## src/cam_bridge_pkg.sv

```systemverilog
package cam_bridge_pkg;

	////////////////////////////////////////////////////////////
	// Field widths
	////////////////////////////////////////////////////////////

	// Device write strobe fields
	typedef logic [7:0]  dev_index_t;
	typedef logic [7:0]  dev_cmd_t;
	typedef logic [31:0] dev_wdata_t;

	// Backlight duty and its 12-bit PWM counter
	typedef logic [7:0]  pwm_duty_t;
	typedef logic [11:0] pwm_count_t;

	// One CSI receive word, four RAW8 pixels
	typedef logic [31:0] pixel_t;

	// Frame starts seen by the monitor
	typedef logic [3:0]  frame_count_t;

	////////////////////////////////////////////////////////////
	// Device register map
	////////////////////////////////////////////////////////////

	// Only one device index is decoded
	localparam dev_index_t REG_INDEX_MAIN  = 8'h00;

	// Commands under the main index
	localparam dev_cmd_t   CMD_FLASH_EN    = 8'h00;
	localparam dev_cmd_t   CMD_PATTERN_SEL = 8'h01;
	localparam dev_cmd_t   CMD_PWM_DUTY    = 8'h03;

	////////////////////////////////////////////////////////////
	// Test pattern timing
	////////////////////////////////////////////////////////////

	// Horizontal, in clock cycles
	localparam int PAT_H_ACTIVE = 32;
	localparam int PAT_H_TOTAL  = 40;

	// Vertical, in lines; 12 x 40 gives a 480-cycle frame
	localparam int PAT_V_ACTIVE = 8;
	localparam int PAT_V_TOTAL  = 12;

	// LED follows this frame counter bit
	localparam int LED_FRAME_BIT = 3;

endpackage

```

## src/dev_reg_block.sv

```systemverilog
module dev_reg_block (
	input  logic                       w_csi_rx_clk,
	input  logic                       w_sys_rstn,

	// Single-cycle write strobe, no back-pressure
	input  logic                       dev_wvalid_i,
	input  cam_bridge_pkg::dev_index_t dev_index_i,
	input  cam_bridge_pkg::dev_cmd_t   dev_cmd_i,
	input  cam_bridge_pkg::dev_wdata_t dev_wdata_i,

	// Settings
	output logic                       flash_en_o,
	output cam_bridge_pkg::pwm_duty_t  pwm_duty_o,
	output logic                       pattern_sel_o
);
	import cam_bridge_pkg::*;

	// Setting registers
	logic      r_flash_en;
	pwm_duty_t r_pwm_duty;
	logic      r_pattern_sel;

	// Strobe aimed at the main index
	logic      w_main_wr;

	assign w_main_wr = dev_wvalid_i && (dev_index_i == REG_INDEX_MAIN);

	// Load on the strobe edge
	// Value visible the cycle after
	always_ff @(posedge w_csi_rx_clk or negedge w_sys_rstn) begin
		if (!w_sys_rstn) begin
			// Flash off, backlight off, camera stream
			r_flash_en    <= 1'b0;
			r_pwm_duty    <= '0;
			r_pattern_sel <= 1'b0;
		end else if (w_main_wr) begin
			case (dev_cmd_i)
				// Hand the quad-SPI pins to the flash master
				CMD_FLASH_EN:    r_flash_en    <= dev_wdata_i[0];
				// 1 selects the internal test pattern
				CMD_PATTERN_SEL: r_pattern_sel <= dev_wdata_i[0];
				// Low byte is the backlight duty
				CMD_PWM_DUTY:    r_pwm_duty    <= dev_wdata_i[7:0];
				// Unknown command, nothing changes
				default: ;
			endcase
		end
	end

	assign flash_en_o    = r_flash_en;
	assign pwm_duty_o    = r_pwm_duty;
	assign pattern_sel_o = r_pattern_sel;

endmodule

```

## src/backlight_pwm.sv

```systemverilog
module backlight_pwm (
	input  logic                      w_csi_rx_clk,
	input  logic                      w_sys_rstn,

	// Duty in 1/256 steps
	input  cam_bridge_pkg::pwm_duty_t pwm_duty_i,

	// Backlight enable to the panel
	output logic                      pwm_o
);
	import cam_bridge_pkg::*;

	// Free-running period counter, 4096 cycles
	pwm_count_t r_pwm_cnt;

	// Duty scaled to the counter range
	pwm_count_t w_threshold;

	// Registered compare result
	logic       r_pwm;

	// Duty x 16, so 255 still leaves a short low time
	assign w_threshold = {pwm_duty_i, 4'b0000};

	always_ff @(posedge w_csi_rx_clk or negedge w_sys_rstn) begin
		if (!w_sys_rstn) begin
			r_pwm_cnt <= '0;
			r_pwm     <= 1'b0;
		end else begin
			// Wraps at 4095
			r_pwm_cnt <= r_pwm_cnt + 1'b1;
			// Duty 0 never exceeds the count, so the backlight stays off
			r_pwm     <= (w_threshold > r_pwm_cnt);
		end
	end

	// One cycle behind the compare
	assign pwm_o = r_pwm;

endmodule

```

## src/flash_pin_mux.sv

```systemverilog
module flash_pin_mux (
	// Owner select, 1 gives the pins to the flash master
	input  logic       flash_en_i,

	// Quad-SPI flash master
	input  logic       spi_ssn_i,
	input  logic       spi_sck_i,
	input  logic [3:0] spi_d_o_i,
	input  logic [3:0] spi_d_oe_i,

	// Sensor I2C master
	input  logic       i2c_scl_i,
	input  logic       i2c_sda_o_i,
	input  logic       i2c_sda_oe_i,

	// Pad inputs
	input  logic [3:0] pad_d_i,

	// Pad outputs
	output logic       spi_cs_o,
	output logic       spi_sck_o,
	output logic       spi_sck_oe_o,
	output logic [3:0] pad_d_o,
	output logic [3:0] pad_d_oe_o,

	// Returns to the masters
	output logic [3:0] spi_d_i_o,
	output logic       i2c_sda_i_o
);

	// Pad view of the I2C master
	// D0 = SCL, D1 = SDA, D2 = WPn, D3 = HOLDn
	logic [3:0] w_i2c_d_o;
	logic [3:0] w_i2c_d_oe;

	// SCL is push-pull from the master
	// WPn and HOLDn held inactive
	assign w_i2c_d_o  = {1'b1, 1'b1, i2c_sda_o_i, i2c_scl_i};
	assign w_i2c_d_oe = {1'b1, 1'b1, i2c_sda_oe_i, 1'b1};

	////////////////////////////////////////////////////////////
	// Output steering
	////////////////////////////////////////////////////////////

	// Flash deselected while I2C owns the pins
	assign spi_cs_o     = flash_en_i ? spi_ssn_i : 1'b1;

	// Clock pad parked low when not in flash use
	assign spi_sck_o    = flash_en_i ? spi_sck_i : 1'b0;
	assign spi_sck_oe_o = 1'b1;

	// Data pads
	assign pad_d_o      = flash_en_i ? spi_d_o_i  : w_i2c_d_o;
	assign pad_d_oe_o   = flash_en_i ? spi_d_oe_i : w_i2c_d_oe;

	////////////////////////////////////////////////////////////
	// Input return
	////////////////////////////////////////////////////////////

	// Flash master always sees the pads
	assign spi_d_i_o    = pad_d_i;

	// SDA reads back from D1 in either mode
	assign i2c_sda_i_o  = pad_d_i[1];

endmodule

```

## src/pattern_frame_gen.sv

```systemverilog
module pattern_frame_gen (
	input  logic                   w_csi_rx_clk,
	input  logic                   w_sys_rstn,

	// Synthetic camera stream
	output logic                   pat_vsync_o,
	output logic                   pat_href_o,
	output cam_bridge_pkg::pixel_t pat_data_o
);
	import cam_bridge_pkg::*;

	////////////////////////////////////////////////////////////
	// Raster counters
	////////////////////////////////////////////////////////////

	// Cycle within the line, 0 to 39
	logic [$clog2(PAT_H_TOTAL)-1:0] r_h_cnt;

	// Line within the frame, 0 to 11
	logic [$clog2(PAT_V_TOTAL)-1:0] r_v_cnt;

	// Last cycle of a line / last line of a frame
	logic w_h_last;
	logic w_v_last;

	assign w_h_last = (int'(r_h_cnt) == PAT_H_TOTAL - 1);
	assign w_v_last = (int'(r_v_cnt) == PAT_V_TOTAL - 1);

	// Free-running from reset
	always_ff @(posedge w_csi_rx_clk or negedge w_sys_rstn) begin
		if (!w_sys_rstn) begin
			r_h_cnt <= '0;
			r_v_cnt <= '0;
		end else begin
			if (w_h_last) begin
				r_h_cnt <= '0;
				// Step the line at the end of each line
				if (w_v_last) begin
					r_v_cnt <= '0;
				end else begin
					r_v_cnt <= r_v_cnt + 1'b1;
				end
			end else begin
				r_h_cnt <= r_h_cnt + 1'b1;
			end
		end
	end

	////////////////////////////////////////////////////////////
	// Valid signals and pixel word
	////////////////////////////////////////////////////////////

	// Frame valid over lines 0 to 7
	logic   w_frame_valid;

	// Line valid over cycles 0 to 31 of an active line
	logic   w_line_valid;

	// Word counter, cleared in blanking
	pixel_t r_pat_data;

	assign w_frame_valid = (int'(r_v_cnt) < PAT_V_ACTIVE);
	assign w_line_valid  = w_frame_valid && (int'(r_h_cnt) < PAT_H_ACTIVE);

	// Holds 0 on the first active cycle, +1 per active cycle
	always_ff @(posedge w_csi_rx_clk or negedge w_sys_rstn) begin
		if (!w_sys_rstn) begin
			r_pat_data <= '0;
		end else if (w_line_valid) begin
			r_pat_data <= r_pat_data + 1'b1;
		end else begin
			r_pat_data <= '0;
		end
	end

	// Decoded straight from the counters, aligned with the word
	assign pat_vsync_o = w_frame_valid;
	assign pat_href_o  = w_line_valid;
	assign pat_data_o  = r_pat_data;

endmodule

```

## src/frame_monitor.sv

```systemverilog
module frame_monitor (
	input  logic                   w_csi_rx_clk,
	input  logic                   w_sys_rstn,

	// 0 camera, 1 test pattern
	input  logic                   pattern_sel_i,

	// Camera stream from the CSI receiver
	input  logic                   cam_vsync_i,
	input  logic                   cam_href_i,
	input  cam_bridge_pkg::pixel_t cam_data_i,

	// Internal test pattern
	input  logic                   pat_vsync_i,
	input  logic                   pat_href_i,
	input  cam_bridge_pkg::pixel_t pat_data_i,

	// Retimed stream
	output logic                   frame_vsync_o,
	output logic                   frame_href_o,
	output cam_bridge_pkg::pixel_t frame_data_o,

	// Heartbeat, toggles every 8 frames
	output logic                   led_o
);
	import cam_bridge_pkg::*;

	// Source select
	logic         w_sel_vsync;
	logic         w_sel_href;
	pixel_t       w_sel_data;

	// Retiming stage
	logic         r_vsync;
	logic         r_href;
	pixel_t       r_data;

	// Vsync history for rising-edge detect
	logic [1:0]   r_vsync_sr;
	frame_count_t r_frame_cnt;

	assign w_sel_vsync = pattern_sel_i ? pat_vsync_i : cam_vsync_i;
	assign w_sel_href  = pattern_sel_i ? pat_href_i  : cam_href_i;
	assign w_sel_data  = pattern_sel_i ? pat_data_i  : cam_data_i;

	// Control bits and frame counter
	always_ff @(posedge w_csi_rx_clk or negedge w_sys_rstn) begin
		if (!w_sys_rstn) begin
			r_vsync     <= 1'b0;
			r_href      <= 1'b0;
			r_vsync_sr  <= 2'b00;
			r_frame_cnt <= '0;
		end else begin
			r_vsync    <= w_sel_vsync;
			r_href     <= w_sel_href;
			r_vsync_sr <= {r_vsync_sr[0], w_sel_vsync};
			// Count once per frame start
			if (r_vsync_sr == 2'b01) begin
				r_frame_cnt <= r_frame_cnt + 1'b1;
			end
		end
	end

	// Pixel word, qualified by href downstream
	always_ff @(posedge w_csi_rx_clk or negedge w_sys_rstn) begin
		if (!w_sys_rstn) begin
			r_data <= '0;
		end else begin
			r_data <= w_sel_data;
		end
	end

	assign frame_vsync_o = r_vsync;
	assign frame_href_o  = r_href;
	assign frame_data_o  = r_data;
	assign led_o         = r_frame_cnt[LED_FRAME_BIT];

endmodule

```

## src/cam_bridge_top.sv

```systemverilog
module cam_bridge_top (
	input  logic                       w_csi_rx_clk,
	input  logic                       w_sys_rstn,

	// Device register writes
	input  logic                       dev_wvalid_i,
	input  cam_bridge_pkg::dev_index_t dev_index_i,
	input  cam_bridge_pkg::dev_cmd_t   dev_cmd_i,
	input  cam_bridge_pkg::dev_wdata_t dev_wdata_i,

	// Panel backlight
	output logic                       pwm_o,

	// Flash master side
	input  logic                       spi_ssn_i,
	input  logic                       spi_sck_i,
	input  logic [3:0]                 spi_d_o_i,
	input  logic [3:0]                 spi_d_oe_i,
	output logic [3:0]                 spi_d_i_o,

	// Sensor I2C master side
	input  logic                       i2c_scl_i,
	input  logic                       i2c_sda_o_i,
	input  logic                       i2c_sda_oe_i,
	output logic                       i2c_sda_i_o,

	// Shared pads
	input  logic [3:0]                 pad_d_i,
	output logic                       spi_cs_o,
	output logic                       spi_sck_o,
	output logic                       spi_sck_oe_o,
	output logic [3:0]                 pad_d_o,
	output logic [3:0]                 pad_d_oe_o,

	// Camera stream in, selected stream out
	input  logic                       cam_vsync_i,
	input  logic                       cam_href_i,
	input  cam_bridge_pkg::pixel_t     cam_data_i,
	output logic                       frame_vsync_o,
	output logic                       frame_href_o,
	output cam_bridge_pkg::pixel_t     frame_data_o,
	output logic                       led_o
);

	////////////////////////////////////////////////////////////
	// Settings
	////////////////////////////////////////////////////////////

	logic                      w_flash_en;
	cam_bridge_pkg::pwm_duty_t w_pwm_duty;
	logic                      w_pattern_sel;

	dev_reg_block u_dev_reg_block (
		.w_csi_rx_clk  (w_csi_rx_clk),
		.w_sys_rstn    (w_sys_rstn),
		.dev_wvalid_i  (dev_wvalid_i),
		.dev_index_i   (dev_index_i),
		.dev_cmd_i     (dev_cmd_i),
		.dev_wdata_i   (dev_wdata_i),
		.flash_en_o    (w_flash_en),
		.pwm_duty_o    (w_pwm_duty),
		.pattern_sel_o (w_pattern_sel)
	);

	// Backlight
	backlight_pwm u_backlight_pwm (
		.w_csi_rx_clk (w_csi_rx_clk),
		.w_sys_rstn   (w_sys_rstn),
		.pwm_duty_i   (w_pwm_duty),
		.pwm_o        (pwm_o)
	);

	// Flash / I2C pin sharing
	flash_pin_mux u_flash_pin_mux (
		.flash_en_i   (w_flash_en),
		.spi_ssn_i    (spi_ssn_i),
		.spi_sck_i    (spi_sck_i),
		.spi_d_o_i    (spi_d_o_i),
		.spi_d_oe_i   (spi_d_oe_i),
		.i2c_scl_i    (i2c_scl_i),
		.i2c_sda_o_i  (i2c_sda_o_i),
		.i2c_sda_oe_i (i2c_sda_oe_i),
		.pad_d_i      (pad_d_i),
		.spi_cs_o     (spi_cs_o),
		.spi_sck_o    (spi_sck_o),
		.spi_sck_oe_o (spi_sck_oe_o),
		.pad_d_o      (pad_d_o),
		.pad_d_oe_o   (pad_d_oe_o),
		.spi_d_i_o    (spi_d_i_o),
		.i2c_sda_i_o  (i2c_sda_i_o)
	);

	////////////////////////////////////////////////////////////
	// Frame path
	////////////////////////////////////////////////////////////

	logic                   w_pat_vsync;
	logic                   w_pat_href;
	cam_bridge_pkg::pixel_t w_pat_data;

	pattern_frame_gen u_pattern_frame_gen (
		.w_csi_rx_clk (w_csi_rx_clk),
		.w_sys_rstn   (w_sys_rstn),
		.pat_vsync_o  (w_pat_vsync),
		.pat_href_o   (w_pat_href),
		.pat_data_o   (w_pat_data)
	);

	frame_monitor u_frame_monitor (
		.w_csi_rx_clk  (w_csi_rx_clk),
		.w_sys_rstn    (w_sys_rstn),
		.pattern_sel_i (w_pattern_sel),
		.cam_vsync_i   (cam_vsync_i),
		.cam_href_i    (cam_href_i),
		.cam_data_i    (cam_data_i),
		.pat_vsync_i   (w_pat_vsync),
		.pat_href_i    (w_pat_href),
		.pat_data_i    (w_pat_data),
		.frame_vsync_o (frame_vsync_o),
		.frame_href_o  (frame_href_o),
		.frame_data_o  (frame_data_o),
		.led_o         (led_o)
	);

endmodule

```

## config.mk

```make
export PLATFORM = sky130hd
export DESIGN_NAME = cam_bridge_top
export DESIGN_NICKNAME = d
export VERILOG_FILES = /design/src/cam_bridge_pkg.sv /design/src/dev_reg_block.sv /design/src/backlight_pwm.sv /design/src/flash_pin_mux.sv /design/src/pattern_frame_gen.sv /design/src/frame_monitor.sv /design/src/cam_bridge_top.sv
export SDC_FILE = /design/constraint.sdc
export NUM_CORES = 1
export LEC_CHECK = 0
export ABC_AREA = 0
export BUFFER_PORTS_ARGS = -buffer_cell sky130_fd_sc_hd__clkbuf_2
export CAP_MARGIN = 20
export CORE_UTILIZATION = 51
export CTS_CLUSTER_SIZE = 12
export DETAILED_ROUTE_END_ITERATION = 12
export PLACE_DENSITY = 0.8
export SYNTH_ARGS = -nofsm -noshare
export SYNTH_HDL_FRONTEND = slang
export SYNTH_SLANG_ARGS = --single-unit
```

## constraint.sdc

```tcl
create_clock -name w_csi_rx_clk -period 2.1 [get_ports w_csi_rx_clk]
set_clock_uncertainty 0.15 [all_clocks]
set_input_delay 0.21 -clock w_csi_rx_clk [delete_from_list [all_inputs] [get_ports w_csi_rx_clk]]
set_output_delay 0.21 -clock w_csi_rx_clk [all_outputs]
set_load 0.02 [all_outputs]
```

# After elaboration in Yosys (flattened, before gate mapping)
# Cells that the tools add are included.
[op_classes]
addsub = 5
order_cmp = 3
n_eq_ne = 5
n_mux = 10
reduce_logical = 7
[op_table]
columns = ["cell", "count"]
rows = [
  ["32-bit 2-to-1 mux", 2],
  ["32-bit by 1-bit adder with 32-bit output, second input constant", 1],
  ["8-bit zero test", 2],
  ["12-bit by 1-bit adder with 12-bit output, second input constant", 1],
  ["12-bit greater-than comparator", 1],
  ["4-bit 2-to-1 mux", 3],
  ["4-bit by 1-bit adder with 4-bit output, second input constant", 2],
  ["8-bit by 1-bit equality test with 1-bit output, second input constant", 1],
  ["8-bit by 2-bit equality test with 1-bit output, second input constant", 1],
  ["6-bit by 1-bit adder with 6-bit output, second input constant", 1],
  ["6-bit equality test, second input constant", 1],
  ["6-bit < comparator, second input constant", 1],
  ["6-bit 2-to-1 mux", 1],
  ["2-bit AND reduction", 3],
  ["4-bit equality test, second input constant", 1],
  ["4-bit < comparator, second input constant", 1],
  ["1-bit 2-to-1 mux", 4],
  ["2-bit by 1-bit equality test with 1-bit output, second input constant", 1],
  ["1-bit logical AND", 2],
]
[totals]
ff_bits = 105
in_bits = 102
output_inout_bits = 52
wordCells = 43

# Depth between registers and ports, before layout
# Gate-level depths: netlist (run 1).
[depth]
depth_word = 3
mapped_depth = 6
depth_no_buf = 6

# Hierarchy
# Synthesis (run 1) repeated with hierarchy kept, for this count alone.
[unflattened]
hier_cells = 421
hier_area_um2 = 5078.6
[by_module_without_submodules]
columns = ["mod", "n_inst", "cells_each", "area_each_um2", "seq_area_each_um2"]
rows = [
  ["pattern_frame_gen", 1, 215, 2144.6, 1051.0],
  ["frame_monitor", 1, 85, 1610.3, 975.9],
  ["backlight_pwm", 1, 71, 732.0, 325.3],
  ["dev_reg_block", 1, 32, 442.9, 250.2],
  ["flash_pin_mux", 1, 18, 148.9, 0.0],
]

# Worst setup path before layout (run 1)
# Ideal clock, no wire load.
[synth_path]
path_kind = "reg2reg"
start = "reg u_pattern_frame_gen.r_h_cnt[0]"
end = "reg u_pattern_frame_gen.r_v_cnt[2]"
setup_ps = 127
t_arrival_ps = 1513
required_time_ps = 1823
slack_ps = 310
path_stages_with_launch = 7
n_path_buf = 1
period_less_slack_ps = 1790
path_cell_list = "dfrtp_1 > ha_1 > nor3b_1 > and3_1 > clkbuf_1 > nand2_1 > mux2_1"
[synth_via]
elab_chain_cells = 1
[synth_rtl]
columns = ["item", "line", "text"]
rows = [
  ["start, declared", "pattern_frame_gen.sv:17", "logic [$clog2(PAT_H_TOTAL)-1:0] r_h_cnt;"],
  ["start signal, assigned", "pattern_frame_gen.sv:44", "r_h_cnt <= r_h_cnt + 1'b1;"],
  ["6-bit equality test", "pattern_frame_gen.sv:26", "assign w_h_last = (int'(r_h_cnt) == PAT_H_TOTAL - 1);"],
  ["end signal, assigned", "pattern_frame_gen.sv:41", "r_v_cnt <= r_v_cnt + 1'b1;"],
  ["end, declared", "pattern_frame_gen.sv:20", "logic [$clog2(PAT_V_TOTAL)-1:0] r_v_cnt;"],
]
# Every way passes these cells.
# A chain may end at the register's enable or synchronous reset.

# Final worst setup path (run 1)
[layout_path]
start = "reg u_pattern_frame_gen.r_pat_data[0], in the netlist u_pattern_frame_gen.pat_data_o[0]"
end = "reg u_pattern_frame_gen.r_pat_data[28], in the netlist u_pattern_frame_gen.pat_data_o[28]"
[layout_via]
elab_chain_cells = 2
[layout_rtl]
columns = ["item", "line", "text"]
rows = [
  ["start, declared", "pattern_frame_gen.sv:60", "pixel_t r_pat_data;"],
  ["start signal, assigned", "pattern_frame_gen.sv:70", "r_pat_data <= r_pat_data + 1'b1;"],
  ["32-bit by 1-bit adder with 32-bit output", "pattern_frame_gen.sv:70", ""],
  ["32-bit 2-to-1 mux", "pattern_frame_gen.sv:69", "end else if (w_line_valid) begin"],
]
# Every way passes these cells.

==> impl_metrics.tcl, run 1 <==
set metrics [dict create \
    wl_met1_um 4506 \
    synth_enable_flop_cells 0 \
    fin_crit_sh_pct 93.76 \
    netlist_instances 420 \
    first_global_vias 3989 \
    port_buffers 119 \
    overflow 0 \
    dieArea_mm2 0.01010 \
    ys_warn_count 0 \
    wl_um 10670 \
    ys.flop_type "dfrtp_1" \
    path_max_fanout 5 \
    num_rows 35 \
    via_count 3887 \
    ant_nets 0 \
    clk-insertion-delay-late_ps 360 \
    instances_no_fill 713 \
    fp.dieW_um 100.5 \
    post-route-drc-count 0 \
    run_status "completed" \
    wl_met3_um 429 \
    clkPwrFrac_pct 35.2 \
    grt_max_degree 41 \
    p_sw_uw 886.0 \
    whs_path_depth 3 \
    die_height_um 100.5 \
    crit_type "reg -> reg" \
    start_util_pct 53.07 \
    intPower_uw 2980 \
    hold_violations 0 \
    dp_hpwl_um 7586 \
    n_antenna_cell 0 \
    yosysSeqAreaShare_pct 52.58 \
    nNetsFinal 695 \
    htreeDepth 3 \
    io_pins 154 \
    syn_to_final_growth_pct 26.97 \
    placed_cells 654 \
    crit_required_ps 2230 \
    fmax_ghz 0.5079 \
    synthTopCellsByArea "dfrtp_1 (53%), mux2_2 (9.6%), ha_1 (3.5%)" \
    first_iter_violations 99 \
    cts_root_buf "clkbuf_8" \
    clk_pin_slew_ps 100 \
    drv_cap 0 \
    antenna_found_initial 0 \
    cts_tree "done" \
    cts_sinks 104 \
    final-setup-viol-count 0 \
    pwr-share-comb_pct 10.0 \
    critPathArrivalTime_ps 2100 \
    grt_pass1_wl_um 17700 \
    startpoint_type "flop" \
    relSlewSlack_pct 59.75 \
    synth_cell_types 49 \
    fin_crit_ps 1969 \
    cts_setup_buffers 0 \
    finalSetupTns_ps 0 \
    synth_top_area_share_pct 52.58 \
    clock_path_buffers 2 \
    drt_pass1_iterations 5 \
    coreArea_mm2 0.009328 \
    worst_setup_path_end_kind "flop" \
    syn_area_per_cell_um2 11.79 \
    power_leakage_uw 0.002984 \
    syn_area_mm2 0.004950 \
    cts_inserted_buffers 9 \
    hold_class "in -> reg" \
    drive_gt1_share_pct 33.90 \
    maxSlewViolCount 0 \
    place_congestion 0.7626 \
    ir_drop_mv 0.3724 \
    yosys.area.top_type "dfrtp_1" \
    p_per_area_mw_per_mm2 615.1 \
    p_seq_share_pct 54.8 \
    reg2regPathDepth 5 \
    met2_wirelength_um 5508 \
    wire_per_inst_um 14.97 \
    synth_nets 536 \
    synthArstFlopShare_pct 100.0 \
    ys_ff_latch 104 \
    swShare_pct 22.92 \
    vias_per_cell 5.452 \
    highest_layer "met4" \
    rsz0062_at_grt "false" \
    grt.total_usage_pct 22.53 \
    worstMarginPinSlew_ps 601.6 \
]
cell usage in the layout, fill, tap and decap left out, types with 11 or more instances in the layout:
cell type | netlist | routed
dlygate4sd3_1 | 0 | 43
nand4_1 | 14 | 14
buf_4 | 9 | 11
inv_1 | 14 | 14
nand3_1 | 14 | 14
xnor2_1 | 15 | 15
a21oi_1 | 19 | 19
nand2_1 | 18 | 18
xor2_1 | 14 | 14
dfrtp_1 | 104 | 104
mux2_2 | 42 | 42
clkbuf_2 | 0 | 118
ha_1 | 14 | 14
nor2_1 | 23 | 23
state kept, by name (all words and copies together), names as in the netlist:
signal                          count
u_backlight_pwm.pwm_o               1
u_backlight_pwm.r_pwm_cnt          12
u_dev_reg_block.flash_en_o          1
u_dev_reg_block.pattern_sel_o       1
u_dev_reg_block.pwm_duty_o          8
u_frame_monitor.frame_data_o       32
u_frame_monitor.frame_href_o        1
u_frame_monitor.r_frame_cnt         4
u_frame_monitor.r_vsync_sr          2
u_pattern_frame_gen.pat_data_o     32
u_pattern_frame_gen.r_h_cnt         6
u_pattern_frame_gen.r_v_cnt         4
layer usage:
| metal | up-vias | global-route usage [%] |
|---|---|---|
| li1 | 1815 | - |
| met1 | 1922 | 26.31 |
| met2 | 129 | 41.68 |
| met3 | 21 | 2.913 |
| met4 | 0 | 9.365 |
| met5 | - | 0 |
worst max-delay path: stages, from the launching register on:
cell and delay [ps]:
dfrtp_1 440, ha_1 230, and4_2 330, nand4_1 170
or4_1 430, a21oi_1 150
power groups by stage:
stage / Clock [uW] / Sequential (uW) / Combinational (uW)
finish: 1360 / 2120 / 386
global route: 1480 / 2130 / 422
CTS: 1390 / 2120 / 391
detailed placement: 0 / 2160 / 327
global placement: 0 / 2150 / 312
floorplan: 0 / 2210 / 107
per-stage QoR:
step	hold slack, ps	utilization (%)	total power [uW]	area (um2)	setup WS, ps
final	88.71	67.38	3866	6285	131.0
after global routing	104.9	67.38	4033	6285	20.07
after CTS	81.44	67.36	3903	6284	116.7
after detailed placement	18.88	60.38	2484	5632	145.0
after global placement	13.31	60.38	2464	5632	195.3
after floorplan	-235.6	-	2314	4950	309.8
logic make-up (layout without fill, tap and decap cells):
group | after synthesis | after routing | synth area share [%]
mux | 53 | 53 | 11.98
xor+xnor | 29 | 29 | 5.132
flops | 104 | 104 | 52.58
compound gates | 44 | 44 | 5.409
buf+inv | 39 | 203 | 4.550
fa+ha+maj | 14 | 14 | 3.539
other cells | 1 | 1 | 0.07576
simple gates | 136 | 136 | 16.73
cell usage after synthesis (2+ instances only):
cell	n
and3_1	5
mux2_2	42
clkbuf_1	9
buf_4	9
or3_1	7
nand3_1	14
a31oi_1	2
nand2_1	18
nor4b_1	2
nand4_1	14
o21ai_0	7
mux2i_1	3
ha_1	14
and4_1	9
xor2_1	14
nor4_1	6
o31ai_1	9
or4_1	9
inv_1	14
and2_1	9
a21o_1	2
nor3b_1	2
nand4_4	2
nand2b_1	6
a21oi_1	19
dfrtp_1	104
mux2_1	8
buf_6	3
nor3_1	2
nor2_1	23
xnor2_1	15
layout make-up:
class,instances,area [um2]
clock buffers,11,141.4
fillers,688,3043
repair buffers,173,1124
flip-flops and latches,104,2603
clock inverters,5,80.08
well taps,129,161.4
inverters,14,52.55
multi-input cells,277,2123
worst paths after layout:
check | startpoint | end | slack (ps)
setup / recovery | u_pattern_frame_gen.pat_data_o[0] | u_pattern_frame_gen.pat_data_o[28] | 130
hold / removal | dev_cmd_i[0] | u_dev_reg_block.flash_en_o | 90
setup reg to reg | u_pattern_frame_gen.pat_data_o[0] | u_pattern_frame_gen.pat_data_o[28] | 130
hold reg to reg | u_frame_monitor.r_vsync_sr[0] | u_frame_monitor.r_vsync_sr[1] | 260
max in group asynchronous | w_sys_rstn | u_pattern_frame_gen.r_h_cnt[5] | 1000
min in group asynchronous | w_sys_rstn | u_frame_monitor.frame_data_o[28] | 170
what timing repair did:
item | 4_1_cts | 5_1_grt
hold endpoints to repair | 102 | 0
resized for setup | 0 | 1
setup endpoints to repair | 0 | 1
hold buffers | 43 | 0
No activity file was read; power rests on OpenSTA's default activity.
==> inputs of run 2 (changes only) <==
--- a/config.mk
+++ b/config.mk
@@ -8,10 +8,9 @@
 export ABC_AREA = 0
 export BUFFER_PORTS_ARGS = -buffer_cell sky130_fd_sc_hd__clkbuf_2
 export CAP_MARGIN = 20
-export CORE_UTILIZATION = 51
+export CORE_UTILIZATION = 40
 export CTS_CLUSTER_SIZE = 12
 export DETAILED_ROUTE_END_ITERATION = 12
-export PLACE_DENSITY = 0.8
 export SYNTH_ARGS = -nofsm -noshare
 export SYNTH_HDL_FRONTEND = slang
 export SYNTH_SLANG_ARGS = --single-unit
==> impl_metrics.tcl, run 2 (same netlist as run 1, synthesis figures left out) <==
set metrics [dict create \
    fp.dieW_um 113.2 \
    cts_root_buf "clkbuf_16" \
    n_antenna_cell 0 \
    final-setup-viol-count 0 \
    fin_crit_ps 1957 \
    startpoint_type "flop" \
    nNetsFinal 691 \
    fmax_ghz 0.5110 \
    crit_type "reg -> reg" \
    clk-insertion-delay-late_ps 350 \
    drt_pass1_iterations 4 \
    ir_drop_mv 0.5557 \
    hold_violations 0 \
    drv_cap 0 \
    coreArea_mm2 0.01206 \
    antenna_found_initial 0 \
    endpoint "u_pattern_frame_gen.pat_data_o[28]" \
    worstMarginPinSlew_ps 608.5 \
    ant_nets 0 \
    rr_startpoint "u_pattern_frame_gen.pat_data_o[0]" \
    worst_setup_path_end_kind "flop" \
    wire_per_inst_um 14.43 \
    power_leakage_uw 0.003007 \
    postLayoutCellArea_mm2 0.006397 \
    finalSetupTns_ps 0 \
    fillerInstances 1043 \
    holdWs_ps 103.1 \
    grt.total_usage_pct 18.18 \
    port_buffers 119 \
    crit_required_ps 2220 \
    startpoint "u_pattern_frame_gen.pat_data_o[0]" \
    cts_tree "done" \
    via_count 3717 \
    worstReg2RegEnd "u_pattern_frame_gen.pat_data_o[28]" \
    first_iter_violations 159 \
    final_cell_mix "clkbuf_2 (118), dfrtp_1 (104), dlygate4sd3_1 (43)" \
    whs_path_depth 3 \
    overflow 0 \
    clock_path_buffers 2 \
    power_uw 4285 \
    final_common_cell "clkbuf_2" \
    post_dp_cell_area_mm2 0.005650 \
    grt_pass1_wl_um 18290 \
    vias_per_cell 4.976 \
    hold_class "in -> reg" \
    num_rows 40 \
    p_per_area_mw_per_mm2 669.9 \
    cts_inserted_buffers 9 \
    critPathArrivalTime_ps 2070 \
    cts_sinks 104 \
    htreeDepth 3 \
    drive_gt1_share_pct 33.33 \
    reg2regPathDepth 5 \
    clk_pin_slew_ps 70 \
    path_max_fanout 5 \
    rsz0062_at_grt "false" \
    io_pins 154 \
    place_congestion 0.7476 \
    syn_to_final_growth_pct 29.25 \
    dp_hpwl_um 7180 \
    relSlewSlack_pct 59.43 \
    rrSetupSlack_ps 140 \
    wl_um 10780 \
    run_status "completed" \
    fin_crit_sh_pct 93.19 \
    dieArea_mm2 0.01282 \
    maxSlewViolCount 0 \
    grt_max_degree 105 \
    die_height_um 113.2 \
    start_util_pct 41.04 \
    post-route-drc-count 0 \
    first_global_vias 3855 \
]
==> run 2: critical path, stage by stage (launching register included) <==
cell and delay (ps):
dfrtp_1 410, ha_1 230, and4_1 310, nand4_1 190, or4_1 440, a21oi_1 160
==> run 2: routing by layer <==
metal / share of wire, % / wire length, um / up-vias / track usage, %
met3: 5.3 / 569 / 13 / 4.606
met5: 0 / 0 / - / 0
met4: 0.96 / 104 / 0 / 4.737
met2: 49 / 5243 / 118 / 31.17
met1: 45 / 4862 / 1793 / 22.88
li1: - / - / 1793 / -
==> run 2: final cells by class <==
cell class / instances / area, um2 / area share, %
multi-input cells: 277 / 2128 / 33.27
clock buffers: 10 / 229.0 / 3.579
repair buffers: 169 / 1094 / 17.09
well taps: 168 / 210.2 / 3.286
clock inverters: 5 / 81.33 / 1.271
flip-flops and latches: 104 / 2603 / 40.68
inverters: 14 / 52.55 / 0.8214
==> run 2: power breakdown <==
group	switching [uW]	internal (uW)	leakage [uW]
Clock	749	1040	0.000149
Sequential	41.2	2080	0.00133
Combinational	179	199	0.00153
==> run 2: metrics by stage <==
step           utilization (%)  std cells  setup WS, ps
3_5_place_dp             46.85        689         157.1
3_3_place_gp             46.85        689         210.1
5_1_grt                  53.04        747         4.286
2_1_floorplan                -        420         309.8
6_report                 53.04        747         142.9
4_1_cts                  52.99        747         119.8
==> run 2: worst min path at each step <==
stage                                       end    startpoint
2_1_floorplan             u_backlight_pwm.pwm_o    w_sys_rstn
3_3_place_gp   u_frame_monitor.frame_data_o[23]    w_sys_rstn
3_5_place_dp   u_frame_monitor.frame_data_o[23]    w_sys_rstn
4_1_cts              u_dev_reg_block.flash_en_o  dev_cmd_i[0]
5_1_grt              u_dev_reg_block.flash_en_o  dev_cmd_i[0]
6_report          u_dev_reg_block.pattern_sel_o  dev_cmd_i[1]
==> run 2: repair_timing <==
| action | CTS | global route |
|---|---|---|
| setup buffers | 0 | 0 |
| hold buffers | 43 | 0 |
| gates resized for setup | 0 | 1 |
| hold endpoints to repair | 148 | 0 |
| setup endpoints to repair | 0 | 1 |
==> inputs of run 3 (changes only) <==
--- a/config.mk
+++ b/config.mk
@@ -5,8 +5,8 @@
 export SDC_FILE = /design/constraint.sdc
 export NUM_CORES = 1
 export LEC_CHECK = 0
-export ABC_AREA = 0
-export BUFFER_PORTS_ARGS = -buffer_cell sky130_fd_sc_hd__clkbuf_2
+export ABC_AREA = 1
+export BUFFER_PORTS_ARGS = -buffer_cell sky130_fd_sc_hd__buf_2
 export CAP_MARGIN = 20
 export CORE_UTILIZATION = 40
 export CTS_CLUSTER_SIZE = 12
==> impl_metrics.tcl, run 3 <==
set metrics [dict create \
    grt_util_met3_pct 4.182 \
    syn_area_mm2 0.005036 \
    post-route-drc-count 0 \
    hold_class "in -> reg" \
    synthTopCellsByArea "dfrtp_1 (52%), nand2_1 (14%), nor2_1 (6.9%)" \
    wire_per_inst_um 11.82 \
    cts_inserted_buffers 9 \
    ant_nets 0 \
    nNetsFinal 895 \
    synth.most_common_cell "nand2_1" \
    ctsHoldBuffers 43 \
    worst_slack_ps 305.9 \
    yosys.area.top_type "dfrtp_1" \
    fp.dieW_um 114.2 \
    place_congestion 0.9105 \
    cts_resized 0 \
    rsz0062_at_grt "false" \
    antenna_found_initial 0 \
    crit_required_ps 1740 \
    yosysSeqAreaShare_pct 51.68 \
    run_status "completed" \
    synth_enable_flop_cells 0 \
    clk-insertion-delay-late_ps 350 \
    vias_per_cell 4.622 \
    first_global_vias 4292 \
    cts_root_buf "clkbuf_16" \
    dp_hpwl_um 8417 \
    maxSlewViolCount 0 \
    grt_max_degree 46 \
    n_antenna_cell 0 \
    power_leakage_uw 0.003382 \
    synth_nets 732 \
    finalSetupTns_ps 0 \
    netlist_instances 616 \
    final-setup-viol-count 0 \
    critPathArrivalTime_ps 1430 \
    top_usage_layer "met2" \
    clk_pin_slew_ps 60 \
    whs_path_depth 3 \
    cts_sinks 104 \
    start_util_pct 41.41 \
    cts_setup_buffers 0 \
    fin_crit_sh_pct 85.43 \
    first_iter_violations 175 \
    power_uw 4466 \
    rrSetupSlack_ps 440 \
    drive_gt1_share_pct 21.68 \
    num_rows 40 \
    ys.flop_type "dfrtp_1" \
    grt_pass1_wl_um 19020 \
    cts_tree "done" \
    worst_setup_path_end_kind "output port" \
    crit_chain "mux2_2 > buf_2" \
    fin_crit_ps 1794 \
    syn_area_per_cell_um2 8.175 \
    hold_violations 0 \
    final_common_cell "nand2_1" \
    startpoint_type "flop" \
    dieArea_mm2 0.01304 \
    die_height_um 114.2 \
    drv_cap 0 \
    slowest_delay_ps 550 \
    endpoint "pad_d_o[1]" \
    htreeDepth 3 \
    port_buffers 119 \
    rr_startpoint "u_pattern_frame_gen.pat_data_o[1]" \
    dpl_worst_slack_ps 448.3 \
    ir_drop_mv 0.3878 \
    wl_um 11250 \
    reg2regPathDepth 8 \
    overflow 0 \
    ys_top_cells_by_count "nand2_1 (194), dfrtp_1 (104), nor2_1 (93), inv_1 (57)" \
    met1_usage_pct 22.63 \
    grt_util_met2_pct 33.17 \
    final_cell_mix "nand2_1 (194), buf_2 (118), dfrtp_1 (104)" \
    via_count 4400 \
    p_per_area_mw_per_mm2 677.1 \
    crit_type "reg -> out" \
    grt.total_usage_pct 18.59 \
    crit_slowest_cell "dfrtp_1" \
    path_max_fanout 11 \
    fmax_ghz 0.5574 \
    synth_cell_types 30 \
    clock_path_buffers 2 \
    worstReg2RegEnd "u_pattern_frame_gen.pat_data_o[18]" \
    drt_pass1_iterations 4 \
    synthArstFlopShare_pct 100.0 \
    startpoint "u_dev_reg_block.flash_en_o" \
    io_pins 154 \
    synth_top_area_share_pct 51.68 \
    ys_ff_latch 104 \
    coreArea_mm2 0.01216 \
    syn_to_final_growth_pct 30.98 \
    ys_warn_count 0 \
]
==> run 3: critical path: cells and delay by family, from the launching register on <==
family / cells / cell delay [ps]
multiplexers: 1 / 380
buffers and inverters: 1 / 160
flip-flops: 1 / 550
==> run 3: report_power, final <==
group / internal [uW] / leakage [uW] / total [uW] / switching [uW]
clock: 1230 / 0.000172 / 1960 / 734
sequential: 2080 / 0.00133 / 2110 / 38.7
combinational: 194 / 0.00189 / 389 / 195
==> run 3: final cells by class <==
class                      count  area [um2]
inverter                      58       217.7
fill                        1162        5565
clock inverter                 5       102.6
timing repair buffer         169        1094
sequential                   104        2603
tap                          168       210.2
clock buffer                  11       252.7
multi-input combinational    437        2117
==> run 3: cells by family after synthesis <==
family                     after synthesis  share of synthesized area, %
xor gates and xnor gates                15                         2.609
and+or+nand+nor                        338                         27.88
DFF                                    104                         51.68
AOI/OAI and AO/OA                       65                         7.106
muxes                                    4                        0.8943
adders and majority gates               14                         3.478
other                                    1                       0.07446
buffers and inverters                   75                         6.286
==> run 3: how the worst min path moves through the flow <==
stage / startpoint / to / slack (ps)
6_report: dev_wvalid_i / u_dev_reg_block.flash_en_o / 50
5_1_grt: dev_wvalid_i / u_dev_reg_block.flash_en_o / 80
4_1_cts: dev_wvalid_i / u_dev_reg_block.flash_en_o / 40
3_5_place_dp: w_sys_rstn / u_backlight_pwm.r_pwm_cnt[11] / -40
3_3_place_gp: w_sys_rstn / u_backlight_pwm.r_pwm_cnt[11] / -40
2_1_floorplan: w_sys_rstn / u_backlight_pwm.pwm_o / -240
==> run 3: layer usage <==
| layer | up-vias | routed length (um) |
|---|---|---|
| li1 | 2247 | - |
| met1 | 2019 | 5156 |
| met2 | 122 | 5424 |
| met3 | 12 | 559 |
| met4 | 0 | 112 |
| met5 | - | 0 |
==> run 3: metrics by stage <==
stage / hold slack (ps) / utilization, % / cells / area (um2)
2_1_floorplan: -235.6 / - / 616 / 5036
3_3_place_gp: -44.77 / 47.78 / 893 / 5811
3_5_place_dp: -42.33 / 47.78 / 893 / 5811
4_1_cts: 42.09 / 54.24 / 952 / 6596
5_1_grt: 81.23 / 54.24 / 952 / 6596
6_report: 47.97 / 54.24 / 952 / 6596
